==> config.mk <==
export PLATFORM = sky130hd
export DESIGN_NAME = cpu_top
export DESIGN_NICKNAME = d
export VERILOG_FILES = /design/src/cpu_core_pkg.sv /design/src/cpu_isa_pkg.sv /design/src/cpu_top.sv /design/src/cpu_ctrl.sv /design/src/cpu_bus_master.sv /design/src/cpu_regfile.sv /design/src/cpu_decode.sv
export VERILOG_INCLUDE_DIRS = /design/src
export SDC_FILE = /design/constraint.sdc
export NUM_CORES = 1
export LEC_CHECK = 0
export BUFFER_PORTS_ARGS = -buffer_cell sky130_fd_sc_hd__buf_4
export CAP_MARGIN = 15
export CELL_PAD_IN_SITES_DETAIL_PLACEMENT = 1
export CELL_PAD_IN_SITES_GLOBAL_PLACEMENT = 2
export CORE_ASPECT_RATIO = 0.8
export CORE_MARGIN = 2
export CORE_UTILIZATION = 40
export CTS_CLUSTER_SIZE = 10
export DETAILED_ROUTE_END_ITERATION = 8
export PLACE_DENSITY_LB_ADDON = 0.3
export SLEW_MARGIN = 30
export SYNTH_ARGS = -nofsm -noshare
export SYNTH_HDL_FRONTEND = slang
export SYNTH_SLANG_ARGS = --single-unit
==> constraint.sdc <==
create_clock -name i_clk -period 12.9 [get_ports i_clk]
set_input_delay 3.87 -clock i_clk [delete_from_list [all_inputs] [get_ports i_clk]]
set_output_delay 3.87 -clock i_clk [all_outputs]
set_load 0.01 [all_outputs]
==> src/cpu_consts.svh <==
`ifndef CPU_CONSTS_SVH
`define CPU_CONSTS_SVH

// first instruction fetch after reset.
`define CPU_RESET_PC 16'h0100

// external bus widths.
`define CPU_ADDR_W 16
`define CPU_DATA_W 8

// register index space, slot 6 stands for (HL) and holds no data.
`define CPU_NUM_REGS 8

`endif
==> src/cpu_core_pkg.sv <==
`default_nettype none

package cpu_core_pkg;

  // instruction sequencer states.
  typedef enum logic [2:0] {
    S_FETCH,
    S_DECODE,
    S_IMM,
    S_IMM_LO,
    S_IMM_HI,
    S_MEM,
    S_WRITEBACK
  } ctrl_state_t;

  // handshake phases of the memory bus master.
  typedef enum logic [1:0] {
    BP_IDLE,
    BP_REQ,
    BP_RELEASE
  } bus_phase_t;

endpackage

`default_nettype wire

==> src/cpu_isa_pkg.sv <==
`default_nettype none

`include "cpu_consts.svh"

package cpu_isa_pkg;

  typedef logic [`CPU_DATA_W-1:0] byte_t;
  typedef logic [`CPU_ADDR_W-1:0] word_t;

  // register field encoding, as found in opcode bits 5..3 and 2..0.
  typedef enum logic [2:0] {
    B    = 3'd0,
    C    = 3'd1,
    D    = 3'd2,
    E    = 3'd3,
    H    = 3'd4,
    L    = 3'd5,
    M_HL = 3'd6,
    A    = 3'd7
  } reg_idx_t;

  // pair field encoding, opcode bits 5..4.
  typedef enum logic [1:0] {
    BC        = 2'd0,
    DE        = 2'd1,
    HL        = 2'd2,
    SP_UNUSED = 2'd3
  } pair_idx_t;

  typedef enum logic [3:0] {
    OP_NOP,
    OP_LD_R_R,
    OP_LD_R_N,
    OP_LD_R_HL,
    OP_LD_HL_R,
    OP_LD_HL_N,
    OP_LD_RR_NN,
    OP_LD_A_NN,
    OP_LD_NN_A,
    OP_INC_R,
    OP_DEC_R
  } op_t;

endpackage

`default_nettype wire

==> src/cpu_top.sv <==
`timescale 1ns/1ps
`default_nettype none

module cpu_top (
  input  wire                i_clk,
  input  wire                i_rst,
  output logic               o_mem_req,
  input  wire                i_mem_ack,
  output logic               o_mem_we,
  output cpu_isa_pkg::word_t o_mem_addr,
  output cpu_isa_pkg::byte_t o_mem_wdata,
  input  cpu_isa_pkg::byte_t i_mem_rdata
);

  logic                   bus_start;
  logic                   bus_we;
  cpu_isa_pkg::word_t     bus_addr;
  cpu_isa_pkg::byte_t     bus_wdata;
  logic                   bus_done;
  cpu_isa_pkg::byte_t     bus_rdata;
  cpu_isa_pkg::byte_t     opcode;
  cpu_isa_pkg::op_t       op;
  cpu_isa_pkg::reg_idx_t  dst;
  cpu_isa_pkg::reg_idx_t  src;
  cpu_isa_pkg::pair_idx_t pair;
  cpu_isa_pkg::reg_idx_t  rd_a_sel;
  cpu_isa_pkg::reg_idx_t  rd_b_sel;
  cpu_isa_pkg::byte_t     rd_a;
  cpu_isa_pkg::byte_t     rd_b;
  cpu_isa_pkg::word_t     hl;
  logic                   wr_en;
  cpu_isa_pkg::reg_idx_t  wr_sel;
  cpu_isa_pkg::byte_t     wr_data;
  logic                   pair_wr_en;
  cpu_isa_pkg::pair_idx_t pair_sel;
  cpu_isa_pkg::word_t     pair_wr_data;

  cpu_ctrl u_ctrl (
    .i_clk(i_clk), .i_rst(i_rst),
    .o_start(bus_start), .o_we(bus_we), .o_addr(bus_addr), .o_wdata(bus_wdata),
    .i_done(bus_done), .i_rdata(bus_rdata),
    .o_opcode(opcode), .i_op(op), .i_dst(dst), .i_src(src), .i_pair(pair),
    .o_rd_a_sel(rd_a_sel), .o_rd_b_sel(rd_b_sel),
    .i_rd_a(rd_a), .i_rd_b(rd_b), .i_hl(hl),
    .o_wr_en(wr_en), .o_wr_sel(wr_sel), .o_wr_data(wr_data),
    .o_pair_wr_en(pair_wr_en), .o_pair_sel(pair_sel), .o_pair_wr_data(pair_wr_data)
  );

  cpu_decode u_decode (
    .i_opcode(opcode), .o_op(op), .o_dst(dst), .o_src(src), .o_pair(pair)
  );

  cpu_regfile u_regfile (
    .i_clk(i_clk), .i_rst(i_rst),
    .i_rd_a_sel(rd_a_sel), .i_rd_b_sel(rd_b_sel),
    .i_wr_en(wr_en), .i_wr_sel(wr_sel), .i_wr_data(wr_data),
    .i_pair_wr_en(pair_wr_en), .i_pair_sel(pair_sel), .i_pair_wr_data(pair_wr_data),
    .o_rd_a(rd_a), .o_rd_b(rd_b), .o_hl(hl)
  );

  cpu_bus_master u_bus_master (
    .i_clk(i_clk), .i_rst(i_rst),
    .i_start(bus_start), .i_we(bus_we), .i_addr(bus_addr), .i_wdata(bus_wdata),
    .o_done(bus_done), .o_rdata(bus_rdata),
    .o_mem_req(o_mem_req), .i_mem_ack(i_mem_ack), .o_mem_we(o_mem_we),
    .o_mem_addr(o_mem_addr), .o_mem_wdata(o_mem_wdata), .i_mem_rdata(i_mem_rdata)
  );

endmodule

`default_nettype wire

==> src/cpu_ctrl.sv <==
`timescale 1ns/1ps
`default_nettype none

`include "cpu_consts.svh"

module cpu_ctrl (
  input  wire                    i_clk,
  input  wire                    i_rst,
  output logic                   o_start,
  output logic                   o_we,
  output cpu_isa_pkg::word_t     o_addr,
  output cpu_isa_pkg::byte_t     o_wdata,
  input  wire                    i_done,
  input  cpu_isa_pkg::byte_t     i_rdata,
  output cpu_isa_pkg::byte_t     o_opcode,
  input  cpu_isa_pkg::op_t       i_op,
  input  cpu_isa_pkg::reg_idx_t  i_dst,
  input  cpu_isa_pkg::reg_idx_t  i_src,
  input  cpu_isa_pkg::pair_idx_t i_pair,
  output cpu_isa_pkg::reg_idx_t  o_rd_a_sel,
  output cpu_isa_pkg::reg_idx_t  o_rd_b_sel,
  input  cpu_isa_pkg::byte_t     i_rd_a,
  input  cpu_isa_pkg::byte_t     i_rd_b,
  input  cpu_isa_pkg::word_t     i_hl,
  output logic                   o_wr_en,
  output cpu_isa_pkg::reg_idx_t  o_wr_sel,
  output cpu_isa_pkg::byte_t     o_wr_data,
  output logic                   o_pair_wr_en,
  output cpu_isa_pkg::pair_idx_t o_pair_sel,
  output cpu_isa_pkg::word_t     o_pair_wr_data
);

  cpu_core_pkg::ctrl_state_t state;
  cpu_isa_pkg::word_t        pc;
  cpu_isa_pkg::byte_t        ir;
  cpu_isa_pkg::byte_t        imm_lo;
  cpu_isa_pkg::byte_t        imm_hi;
  logic                      busy;
  logic                      xfer_state;
  logic                      direct_addr;
  logic                      store_op;

  assign xfer_state = (state == cpu_core_pkg::S_FETCH) || (state == cpu_core_pkg::S_IMM) ||
                      (state == cpu_core_pkg::S_IMM_LO) || (state == cpu_core_pkg::S_IMM_HI) ||
                      (state == cpu_core_pkg::S_MEM);

  assign direct_addr = (i_op == cpu_isa_pkg::OP_LD_A_NN) || (i_op == cpu_isa_pkg::OP_LD_NN_A);
  assign store_op    = (i_op == cpu_isa_pkg::OP_LD_HL_R) || (i_op == cpu_isa_pkg::OP_LD_HL_N) ||
                       (i_op == cpu_isa_pkg::OP_LD_NN_A);

  // one transfer per transfer state is issued on entry.
  assign o_start = xfer_state && !busy;
  assign o_we    = (state == cpu_core_pkg::S_MEM) && store_op;

  always_comb begin
    if (state != cpu_core_pkg::S_MEM) begin
      o_addr = pc;
    end else if (direct_addr) begin
      o_addr = {imm_hi, imm_lo};
    end else begin
      o_addr = i_hl;
    end
  end

  assign o_wdata  = (i_op == cpu_isa_pkg::OP_LD_HL_N) ? imm_lo : i_rd_b;
  assign o_opcode = ir;

  // port a feeds register results, port b feeds store data.
  assign o_rd_a_sel = (i_op == cpu_isa_pkg::OP_INC_R || i_op == cpu_isa_pkg::OP_DEC_R) ?
                      i_dst : i_src;
  assign o_rd_b_sel = (i_op == cpu_isa_pkg::OP_LD_NN_A) ? cpu_isa_pkg::A : i_src;

  always_comb begin
    o_wr_en   = 1'b0;
    o_wr_data = i_rd_a;
    if (state == cpu_core_pkg::S_WRITEBACK) begin
      case (i_op)
        cpu_isa_pkg::OP_LD_R_R: o_wr_en = 1'b1;
        cpu_isa_pkg::OP_LD_R_N: begin
          o_wr_en   = 1'b1;
          o_wr_data = imm_lo;
        end
        cpu_isa_pkg::OP_LD_R_HL, cpu_isa_pkg::OP_LD_A_NN: begin
          o_wr_en   = 1'b1;
          o_wr_data = i_rdata;
        end
        cpu_isa_pkg::OP_INC_R: begin
          o_wr_en   = 1'b1;
          o_wr_data = i_rd_a + 8'd1;
        end
        cpu_isa_pkg::OP_DEC_R: begin
          o_wr_en   = 1'b1;
          o_wr_data = i_rd_a - 8'd1;
        end
        default: o_wr_en = 1'b0;
      endcase
    end
  end

  // the dst field of 0xfa already names A.
  assign o_wr_sel       = i_dst;
  assign o_pair_wr_en   = (state == cpu_core_pkg::S_WRITEBACK) &&
                          (i_op == cpu_isa_pkg::OP_LD_RR_NN);
  assign o_pair_sel     = i_pair;
  assign o_pair_wr_data = {imm_hi, imm_lo};

  always_ff @(posedge i_clk or posedge i_rst) begin
    if (i_rst) begin
      state <= cpu_core_pkg::S_FETCH;
      busy  <= 1'b0;
      pc    <= `CPU_RESET_PC;
      ir    <= '0;
    end else begin
      if (o_start) begin
        busy <= 1'b1;
      end else if (i_done) begin
        busy <= 1'b0;
      end
      case (state)
        cpu_core_pkg::S_FETCH: begin
          if (i_done) begin
            ir    <= i_rdata;
            pc    <= pc + 16'd1;
            state <= cpu_core_pkg::S_DECODE;
          end
        end
        cpu_core_pkg::S_DECODE: begin
          case (i_op)
            cpu_isa_pkg::OP_LD_R_N, cpu_isa_pkg::OP_LD_HL_N:
              state <= cpu_core_pkg::S_IMM;
            cpu_isa_pkg::OP_LD_RR_NN, cpu_isa_pkg::OP_LD_A_NN, cpu_isa_pkg::OP_LD_NN_A:
              state <= cpu_core_pkg::S_IMM_LO;
            cpu_isa_pkg::OP_LD_R_HL, cpu_isa_pkg::OP_LD_HL_R:
              state <= cpu_core_pkg::S_MEM;
            cpu_isa_pkg::OP_LD_R_R, cpu_isa_pkg::OP_INC_R, cpu_isa_pkg::OP_DEC_R:
              state <= cpu_core_pkg::S_WRITEBACK;
            default: state <= cpu_core_pkg::S_FETCH;
          endcase
        end
        cpu_core_pkg::S_IMM: begin
          if (i_done) begin
            pc    <= pc + 16'd1;
            state <= (i_op == cpu_isa_pkg::OP_LD_HL_N) ? cpu_core_pkg::S_MEM :
                                                         cpu_core_pkg::S_WRITEBACK;
          end
        end
        cpu_core_pkg::S_IMM_LO: begin
          if (i_done) begin
            pc    <= pc + 16'd1;
            state <= cpu_core_pkg::S_IMM_HI;
          end
        end
        cpu_core_pkg::S_IMM_HI: begin
          if (i_done) begin
            pc    <= pc + 16'd1;
            state <= (i_op == cpu_isa_pkg::OP_LD_RR_NN) ? cpu_core_pkg::S_WRITEBACK :
                                                          cpu_core_pkg::S_MEM;
          end
        end
        cpu_core_pkg::S_MEM: begin
          // loads still need a register write, stores are finished.
          if (i_done) begin
            state <= store_op ? cpu_core_pkg::S_FETCH : cpu_core_pkg::S_WRITEBACK;
          end
        end
        default: state <= cpu_core_pkg::S_FETCH;
      endcase
    end
  end

  always_ff @(posedge i_clk) begin
    if (i_done && (state == cpu_core_pkg::S_IMM || state == cpu_core_pkg::S_IMM_LO)) begin
      imm_lo <= i_rdata;
    end
    if (i_done && state == cpu_core_pkg::S_IMM_HI) begin
      imm_hi <= i_rdata;
    end
  end

endmodule

`default_nettype wire

==> src/cpu_bus_master.sv <==
`timescale 1ns/1ps
`default_nettype none

module cpu_bus_master (
  input  wire                i_clk,
  input  wire                i_rst,
  input  wire                i_start,
  input  wire                i_we,
  input  cpu_isa_pkg::word_t i_addr,
  input  cpu_isa_pkg::byte_t i_wdata,
  output logic               o_done,
  output cpu_isa_pkg::byte_t o_rdata,
  output logic               o_mem_req,
  input  wire                i_mem_ack,
  output logic               o_mem_we,
  output cpu_isa_pkg::word_t o_mem_addr,
  output cpu_isa_pkg::byte_t o_mem_wdata,
  input  cpu_isa_pkg::byte_t i_mem_rdata
);

  cpu_core_pkg::bus_phase_t phase;

  always_ff @(posedge i_clk or posedge i_rst) begin
    if (i_rst) begin
      phase     <= cpu_core_pkg::BP_IDLE;
      o_mem_req <= 1'b0;
      o_mem_we  <= 1'b0;
      o_done    <= 1'b0;
    end else begin
      o_done <= 1'b0;
      case (phase)
        cpu_core_pkg::BP_IDLE: begin
          if (i_start) begin
            o_mem_req <= 1'b1;
            o_mem_we  <= i_we;
            phase     <= cpu_core_pkg::BP_REQ;
          end
        end
        cpu_core_pkg::BP_REQ: begin
          if (i_mem_ack) begin
            o_mem_req <= 1'b0;
            o_mem_we  <= 1'b0;
            phase     <= cpu_core_pkg::BP_RELEASE;
          end
        end
        cpu_core_pkg::BP_RELEASE: begin
          // wait for the memory to let go of ack.
          if (!i_mem_ack) begin
            o_done <= 1'b1;
            phase  <= cpu_core_pkg::BP_IDLE;
          end
        end
        default: phase <= cpu_core_pkg::BP_IDLE;
      endcase
    end
  end

  always_ff @(posedge i_clk) begin
    if (phase == cpu_core_pkg::BP_IDLE && i_start) begin
      o_mem_addr  <= i_addr;
      o_mem_wdata <= i_wdata;
    end
    if (phase == cpu_core_pkg::BP_REQ && i_mem_ack) begin
      o_rdata <= i_mem_rdata;
    end
  end

  a_addr_stable: assert property (
    @(posedge i_clk) disable iff (i_rst)
    (o_mem_req && $past(o_mem_req)) |-> $stable(o_mem_addr)
  );

  a_req_rise_ack_low: assert property (
    @(posedge i_clk) disable iff (i_rst)
    $rose(o_mem_req) |-> !$past(i_mem_ack)
  );

endmodule

`default_nettype wire

==> src/cpu_regfile.sv <==
`timescale 1ns/1ps
`default_nettype none

`include "cpu_consts.svh"

module cpu_regfile (
  input  wire                    i_clk,
  input  wire                    i_rst,
  input  cpu_isa_pkg::reg_idx_t  i_rd_a_sel,
  input  cpu_isa_pkg::reg_idx_t  i_rd_b_sel,
  input  wire                    i_wr_en,
  input  cpu_isa_pkg::reg_idx_t  i_wr_sel,
  input  cpu_isa_pkg::byte_t     i_wr_data,
  input  wire                    i_pair_wr_en,
  input  cpu_isa_pkg::pair_idx_t i_pair_sel,
  input  cpu_isa_pkg::word_t     i_pair_wr_data,
  output cpu_isa_pkg::byte_t     o_rd_a,
  output cpu_isa_pkg::byte_t     o_rd_b,
  output cpu_isa_pkg::word_t     o_hl
);

  cpu_isa_pkg::byte_t regs [`CPU_NUM_REGS];

  always_ff @(posedge i_clk or posedge i_rst) begin
    if (i_rst) begin
      for (int i = 0; i < `CPU_NUM_REGS; i++) begin
        regs[i] <= '0;
      end
    end else if (i_wr_en && i_wr_sel != cpu_isa_pkg::M_HL) begin
      regs[i_wr_sel] <= i_wr_data;
    end else if (i_pair_wr_en && i_pair_sel != cpu_isa_pkg::SP_UNUSED) begin
      // high byte sits at the even index of each pair.
      regs[{i_pair_sel, 1'b0}] <= i_pair_wr_data[15:8];
      regs[{i_pair_sel, 1'b1}] <= i_pair_wr_data[7:0];
    end
  end

  // slot 6 is never written, so (HL) reads back as zero here.
  assign o_rd_a = regs[i_rd_a_sel];
  assign o_rd_b = regs[i_rd_b_sel];
  assign o_hl   = {regs[cpu_isa_pkg::H], regs[cpu_isa_pkg::L]};

  a_no_hl_slot_write: assert property (
    @(posedge i_clk) disable iff (i_rst)
    i_wr_en |-> i_wr_sel != cpu_isa_pkg::M_HL
  );

  a_one_write_port: assert property (
    @(posedge i_clk) disable iff (i_rst)
    !(i_wr_en && i_pair_wr_en)
  );

endmodule

`default_nettype wire

==> src/cpu_decode.sv <==
`timescale 1ns/1ps
`default_nettype none

module cpu_decode (
  input  cpu_isa_pkg::byte_t     i_opcode,
  output cpu_isa_pkg::op_t       o_op,
  output cpu_isa_pkg::reg_idx_t  o_dst,
  output cpu_isa_pkg::reg_idx_t  o_src,
  output cpu_isa_pkg::pair_idx_t o_pair
);

  assign o_dst  = cpu_isa_pkg::reg_idx_t'(i_opcode[5:3]);
  assign o_src  = cpu_isa_pkg::reg_idx_t'(i_opcode[2:0]);
  assign o_pair = cpu_isa_pkg::pair_idx_t'(i_opcode[5:4]);

  always_comb begin
    o_op = cpu_isa_pkg::OP_NOP;
    case (i_opcode[7:6])
      2'b00: begin
        if (i_opcode[2:0] == 3'b110) begin
          if (o_dst == cpu_isa_pkg::M_HL) begin
            o_op = cpu_isa_pkg::OP_LD_HL_N;
          end else begin
            o_op = cpu_isa_pkg::OP_LD_R_N;
          end
        end else if (i_opcode[2:0] == 3'b100 && o_dst != cpu_isa_pkg::M_HL) begin
          o_op = cpu_isa_pkg::OP_INC_R;
        end else if (i_opcode[2:0] == 3'b101 && o_dst != cpu_isa_pkg::M_HL) begin
          o_op = cpu_isa_pkg::OP_DEC_R;
        end else if (i_opcode[3:0] == 4'b0001 && o_pair != cpu_isa_pkg::SP_UNUSED) begin
          o_op = cpu_isa_pkg::OP_LD_RR_NN;
        end
      end
      2'b01: begin
        // 0x76 is halt, which sits in the load block.
        if (i_opcode == 8'h76) begin
          o_op = cpu_isa_pkg::OP_NOP;
        end else if (o_src == cpu_isa_pkg::M_HL) begin
          o_op = cpu_isa_pkg::OP_LD_R_HL;
        end else if (o_dst == cpu_isa_pkg::M_HL) begin
          o_op = cpu_isa_pkg::OP_LD_HL_R;
        end else begin
          o_op = cpu_isa_pkg::OP_LD_R_R;
        end
      end
      2'b11: begin
        if (i_opcode == 8'hEA) begin
          o_op = cpu_isa_pkg::OP_LD_NN_A;
        end else if (i_opcode == 8'hFA) begin
          o_op = cpu_isa_pkg::OP_LD_A_NN;
        end
      end
      default: o_op = cpu_isa_pkg::OP_NOP;
    endcase
  end

endmodule

`default_nettype wire

==> metrics.md, run 1 <==
| Metric | Value |
|---|---|
| Outcome | `completed` |
| Slew @ Worst Pin | `roughly 1 ns` |
| Final Hold Vio Count | `0` |
| Layout area overhead | `13.6%` |
| # resized after CTS | `0` |
| Clock tree buffer depth | `2` |
| Synthesized instance count | `slightly below 900` |
| Largest net degree at the start of global routing | `slightly above 70` |
| DP Wirelength | `roughly 21000 µm` |
| Peak VDD IR | `just under 0.08 mV` |
| Top cell family by delay on the critical path | `compound AO/OA/AOI/OAI gates` |
| Static Leak | `3.98 nW` |
| HP Class | `flop to flop` |
| I/O pin count | `37` |
| Avg Cell Area, Syn | `between 9 and 10 µm²` |
| WP buf/inv | `3` |
| Fmax | `approximately 160 MHz` |
| TritonCTS clock tree | `built` |
| Seq cells post-synth | `~150` |
| Critical Path Fanout Max | `33` |
| Slew Limit Fails | `0` |
| Gp weighted congestion | `around 0.87` |
| Sequential element share of the synthesized area | `46.0%` |
| Worst Min Path Start | `u_regfile.regs[13]` |
| Clock Skew | `roughly 0.018 ns` |
| Worst-case reg-to-reg path depth | `26` |
| Final antenna-violating net count | `0` |
| Die X | `166 µm` |
| Crit path DAT | `6.54 ns` |
| Setup CP Type | `flop to flop` |
| Final Setup Violations | `0` |
| Iteration-0 DRC Markers | `about 490` |
| CTS Root Cell | `clkbuf_16` |
| PnR worst setup slack | `6.68 ns` |
| Top_reg_cell synth | `dfrtp_1` |
| WL final | `about 29000 µm` |
| Required time worst endpoint | `13.22 ns` |
| TNS Setup | `0 ns` |
| CP startpoint kind | `flop` |
| Gr usage total | `between 20% and 30%` |
| Final period utilization | `48.2%` |
| Pwr/cell area | `just under 200 nW/µm²` |
| DR DRC count | `0` |
| Vias post-DR | `7142` |
| Wirelength per Cell | `24.6 µm` |
| Nets@finish | `roughly 900` |
| Critical path startpoint | `u_ctrl.o_opcode[5]` |
| RSZ-0062 raised after global routing | `false` |
| R2R Setup Slk | `6.68 ns` |
| Place WS | `6.80 ns` |
| Die Span Y | `between 100 and 150 µm` |
| Crit-path slowest cell | `dfrtp_1` |
| CTS Buf Count | `17` |
| Synthesized Nets | `900` |
| Top cells by instance count after synthesis | `nand2_1 (127), dfrtp_1 (96), a21oi_1 (73)` |
| FP Rows | `47` |
| Post-Syn Area | `~8400 µm²` |
| Worst R2R End | `u_regfile.regs[54]` |
| CP most frequent cell | `a21oi_1` |
| Max H-tree Level | `4` |
| Layout cell share with drive strength beyond 1 | `between 10% and 20%` |
| Asr flop ratio synth | `between 60% and 70%` |
| Clock latency on the worst-skew pair | `0.44 ns` |
| Drt first pass iters | `8` |
| Placeable Area | `about 21000 µm²` |
| Initial antenna violation count | `0` |
| Initial core utilization | `40.8%` |
| Vias in the first global route | `around 7500` |
| Input/output buffers | `36` |
| Worst Hold Path EP | `u_regfile.regs[13]` |
| Post-CTS setup buffers | `0` |
| Die ar. | `~22000 µm²` |
| Library cells used by synthesis | `72` |
| Area contributors post-synth | `dfrtp_1 (29%), edfxtp_1 (17%), nand2_1 (5.7%)` |
| Syn. warnings | `0` |
| Count leader, synth | `nand2_1` |
| Vias per cell | `just over 6` |
| Worst hold stages | `0` |
| Max-cap viol count | `0` |
| Gr ovfl total | `0` |
| Final worst path period need | `~6.2 ns` |
| Post-synth EDFFs | `48` |
| CTS clk-pin slew, worst paths | `around 0.07 ns` |
| Critical Path Max Stage Delay | `between 0.7 and 0.8 ns` |
| Hold Buf Count CTS | `0` |
| First-pass GRT wire length | `around 45000 µm` |
| Post-synth top area cell | `dfrtp_1` |
| # fillers | `around 2300` |
| Ant diodes | `0` |
| Endpoint class of the critical path | `flop` |
| R2R Path Start | `u_ctrl.o_opcode[5]` |
| Top cell type's share of synthesized area | `about 29%` |
| Relative slew slack | `between 30% and 40%` |
| Clk sinks | `~150` |
==> placed cells by master (no fill, tap or decap), drive strengths merged, types with 23 or more instances in the layout <==
cell,n
nor2b,23
dfrtp,96
nor2,57
o21ai,67
and2,24
inv,26
buf,51
a21oi,77
mux2i,40
nand2,127
edfxtp,48
==> cell families (layout without fill, tap and decap cells) <==
logic type | count (synthesis) | after routing | synth area share [%]
XOR/XNOR | 19 | 19 | 1.98
adder cells (fa/ha/maj) | 12 | 12 | 1.87
multiplexers | 67 | 67 | 9.44
AO/OA/AOI/OAI | 256 | 256 | 19.8
flip-flops | 145 | 145 | 46.0
buffers and inverters | 73 | 100 | 3.57
AND/OR/NAND/NOR | 305 | 305 | 17.4
==> area by class of cell <==
cell class	instances	area, µm²	area share, %
Sequential cell	145	3870	40.5
Clock buffer	17	425	4.45
Tap cell	269	337	3.52
Inverter	17	66.3	0.693
Multi-Input combinational cell	659	4300	44.9
Clock inverter	15	185	1.94
Timing Repair Buffer	51	387	4.04
==> worst max-delay path by stage <==
stage                          endpoint  slack, ns  depth (start not counted)
floorplan           u_bus_master.o_done       6.50                          1
global placement     u_regfile.regs[54]       7.12                         26
detailed placement   u_regfile.regs[38]       6.80                         26
CTS                  u_regfile.regs[54]       6.74                         26
global route         u_regfile.regs[54]       6.17                         26
finish               u_regfile.regs[54]       6.68                         26
==> state kept, by name, summed over array words and instances (netlist names), 2 cells and up <==
signal,flops
u_regfile.regs,48
u_bus_master.o_mem_addr,16
u_ctrl.pc,16
u_regfile.o_hl,16
u_bus_master.o_mem_wdata,8
u_bus_master.o_rdata,8
u_ctrl.imm_hi,8
u_ctrl.imm_lo,8
u_ctrl.o_opcode,8
u_ctrl.state,3
u_bus_master.phase,2
==> where the power goes <==
group,switching (mW),internal [mW],total (mW)
sequential,0.0861,0.529,0.615
clock,0.228,0.295,0.523
combinational,0.480,0.265,0.745
==> worst register-to-register path, stage by stage (launching register included) <==
cell	delay, ns
dfrtp_1	0.72
and3b_1	0.35
nor2_1	0.06
o21ai_0	0.18
a21oi_1	0.08
or2_2	0.34
inv_1	0.10
ha_1	0.25
nor2_1	0.15
o41a_1	0.38
a31oi_4	0.16
buf_4	0.41
nor2b_1	0.13
a211oi_1	0.24
a211oi_1	0.09
a21oi_1	0.35
fa_1	0.28
inv_1	0.05
a21o_1	0.14
a21oi_1	0.21
o21bai_1	0.09
a21oi_1	0.18
xor2_1	0.18
nor2_1	0.08
o41ai_1	0.58
o211ai_1	0.19
o21a_1	0.14
==> stage by stage <==
stage	instance area (µm²)	util [%]	power (mW)	instances	hold WS, ns
final	9570	46.3	1.88	1173	0.405
after global routing	9570	46.3	1.98	1173	0.428
after CTS	9560	46.3	1.88	1173	0.407
after detailed placement	8950	43.4	1.35	1141	0.390
after global placement	8930	43.3	1.33	1141	0.383
after floorplan	8420	-	1.12	877	0.443
==> per-layer routing <==
layer	routed length, µm	up-vias	global-route usage (%)
met4	840	0	8.94
met5	0	-	0
li1	-	3228	-
met1	13400	3654	36.3
met2	13500	202	43.8
met3	1160	58	4.22
Note: power is estimated with default switching activity, not from simulation.
==> run 2, diff against run 1 <==
Settings changed: CORE_UTILIZATION 40 to 36.
Clock period 12.9 ns to 5.04 ns, I/O delays scaled along.
==> run 2 against run 1 <==
Clock power up 150%. Clock-buffer cell count unchanged. Global-route usage shrank 1.5 points. Die area is 11% higher. Sequential share of layout area is 3.1 points lower. First-iteration DRC count up 11%. Worst hold slack got worse by 0.0018 ns. Sequential power grew 150%. Core utilization down 1.7 points. Via count is 1.7% higher. Largest cell class unchanged.
==> metrics.md, run 2 (same netlist as run 1, synthesis figures left out) <==
| Metric | Value |
|---|---|
| Initial antenna violation count | `0` |
| CP startpoint kind | `flop` |
| Required time worst endpoint | `5.34 ns` |
| Place WS | `-0.117 ns` |
| Die X | `175 µm` |
| Max H-tree Level | `4` |
| GR Layer Usage met3 | `~4.6%` |
| Final Hold Vio Count | `0` |
| Wirelength per Cell | `23.7 µm` |
| Layout area overhead | `23.0%` |
| Endpoint class of the critical path | `flop` |
| Final Cell Area | `roughly 10000 µm²` |
| Largest net degree at the start of global routing | `53` |
| Largest register FFs | `48` |
| WL final | `between 30000 and 40000 µm` |
| Final worst path period need | `approximately 5 ns` |
| Vias in the first global route | `between 7000 and 8000` |
| Die ar. | `24600 µm²` |
| Die Span Y | `about 140 µm` |
| Clk sinks | `between 100 and 150` |
| Static Leak | `approximately 4.3 nW` |
| Worst Hold Slack | `slightly above 0.4 ns` |
| Relative slew slack | `between 30% and 40%` |
| Iteration-0 DRC Markers | `between 500 and 600` |
| DR DRC count | `0` |
| Peak VDD IR | `0.289 mV` |
| HP Class | `flop to flop` |
| Ant diodes | `0` |
| Final antenna-violating net count | `0` |
| Fmax | `between 200 and 250 MHz` |
| Hold Buf Count CTS | `0` |
| Multi-input gate area | `~4500 µm²` |
| Clock latency on the worst-skew pair | `approximately 0.45 ns` |
| Placed inst area | `roughly 9400 µm²` |
| Biggest register | `u_regfile.regs` |
| Gp weighted congestion | `0.887` |
| Clock Skew | `0.0135 ns` |
| Final period utilization | `a little over nine tenths` |
| Layout cell share with drive strength beyond 1 | `about a quarter` |
| Most frequent cells in the layout | `nand2_1 (127), buf_4 (98), dfrtp_1 (96), a21oi_1 (68), nor2_1 (53)` |
| RSZ-0062 raised after global routing | `true` |
| Clock tree buffer depth | `2` |
| FP Rows | `50` |
| Gr ovfl total | `0` |
| Initial core utilization | `36.3%` |
| Met1 usage | `a little over a third` |
| Vias per cell | `between 5 and 6` |
| TNS Setup | `0 ns` |
| TritonCTS clock tree | `built` |
| Gr usage total | `25.2%` |
| CTS Root Cell | `clkbuf_16` |
| Max-cap viol count | `0` |
| First-pass GRT wire length | `between 40000 and 50000 µm` |
| Pwr/cell area | `around 520 nW/µm²` |
| # fillers | `2614` |
| Slew Limit Fails | `0` |
| Top Usage Layer GRT | `met2` |
| Placeable Area | `23200 µm²` |
| Vias post-DR | `between 7000 and 8000` |
| FF/Latch Area | `just under 4000 µm²` |
| PnR worst setup slack | `0.0903 ns` |
| Commonest non-fill, non-tap cell in the layout | `nand2_1` |
| Slew @ Worst Pin | `0.902 ns` |
| Met2 usage | `roughly two fifths` |
| DP Wirelength | `between 20000 and 25000 µm` |
| Outcome | `completed` |
| Crit path DAT | `5.25 ns` |
| Final Setup Violations | `0` |
| CTS clk-pin slew, worst paths | `~0.070 ns` |
| Drt first pass iters | `6` |
| Nets@finish | `about 1000` |
| Input/output buffers | `36` |
| CTS Buf Count | `17` |
| Critical Path Fanout Max | `6` |
| I/O pin count | `37` |
| Setup CP Type | `flop to flop` |
==> run 2: cell count changes in the layout (fill, tap and decap cells not counted), moves of 5 or more <==
cell	delta
buf_4	+48
buf_6	+6
ha_1	-7
a211oi_1	-6
a211oi_2	+5
ha_4	+7
==> run 2: layout make-up <==
cell class / count / area share (%)
flip-flops and latches: 145 / 37.4
inverters: 17 / 0.640
well taps: 312 / 3.77
clock buffers: 17 / 4.11
multi-input cells: 659 / 43.8
repair buffers: 110 / 8.78
clock inverters: 15 / 1.52
==> run 2: where the power goes <==
part / switching (mW) / total, mW / internal [mW] / leakage, nW
clock network: 0.567 / 1.30 / 0.732 / 0.276
registers: 0.160 / 1.52 / 1.36 / 1.77
logic: 1.52 / 2.61 / 1.09 / 2.25
total: 2.24 / 5.42 / 3.18 / 4.30
==> run 2: what timing repair did <==
item | 4_1_cts | 5_1_grt
pin swaps | 15 | 23
cloned | 1 | 0
resized for setup | 17 | 40
setup endpoints to repair | 13 | 42
setup buffers | 8 | 10
==> run 2: per-stage QoR <==
| step | power [mW] | util (%) | cells |
|---|---|---|---|
| global placement | 3.69 | 40.3 | 1225 |
| global route | 5.70 | 44.6 | 1275 |
| floorplan | 2.88 | - | 877 |
| CTS | 5.21 | 43.6 | 1266 |
| finish | 5.42 | 44.6 | 1275 |
| detailed placement | 3.73 | 40.3 | 1225 |
==> run 2: layer usage <==
metal / vias to the layer above / part of all wire [%]
met5: - / 0
met4: 0 / 2.1
met3: 47 / 4.1
li1: 3340 / -
met2: 177 / 46
met1: 3702 / 48
==> run 2: path summary, 6_finish.rpt <==
kind,slack (ns),end,from,cells past startpoint
worst min register to register,0.40,u_regfile.regs[12],u_regfile.regs[12],0
worst max-delay path,0.09,u_regfile.regs[47],u_ctrl.o_opcode[2],24
max in group asynchronous,2.98,u_ctrl.state[2],i_rst,3
min in group asynchronous,1.18,u_regfile.regs[42],i_rst,2
worst min-delay path,0.40,u_regfile.regs[12],u_regfile.regs[12],0
worst max register to register,0.09,u_regfile.regs[47],u_ctrl.o_opcode[2],24
==> run 2: worst max-delay path, cell delays in order, from the launching register on <==
cell	delay, ns
dfrtp_1	0.44
buf_6	0.15
and3b_2	0.24
a31oi_4	0.15
nor3_2	0.07
nor2_2	0.23
inv_2	0.10
ha_4	0.18
or2_2	0.34
a31oi_4	0.24
buf_12	0.16
nor2b_1	0.08
a211oi_4	0.22
a31oi_1	0.07
mux2_4	0.32
ha_4	0.27
buf_4	0.11
o21a_1	0.17
nor2_4	0.06
a211oi_4	0.23
nand4b_1	0.18
a31oi_2	0.12
buf_4	0.17
nor4_4	0.34
o31ai_1	0.13
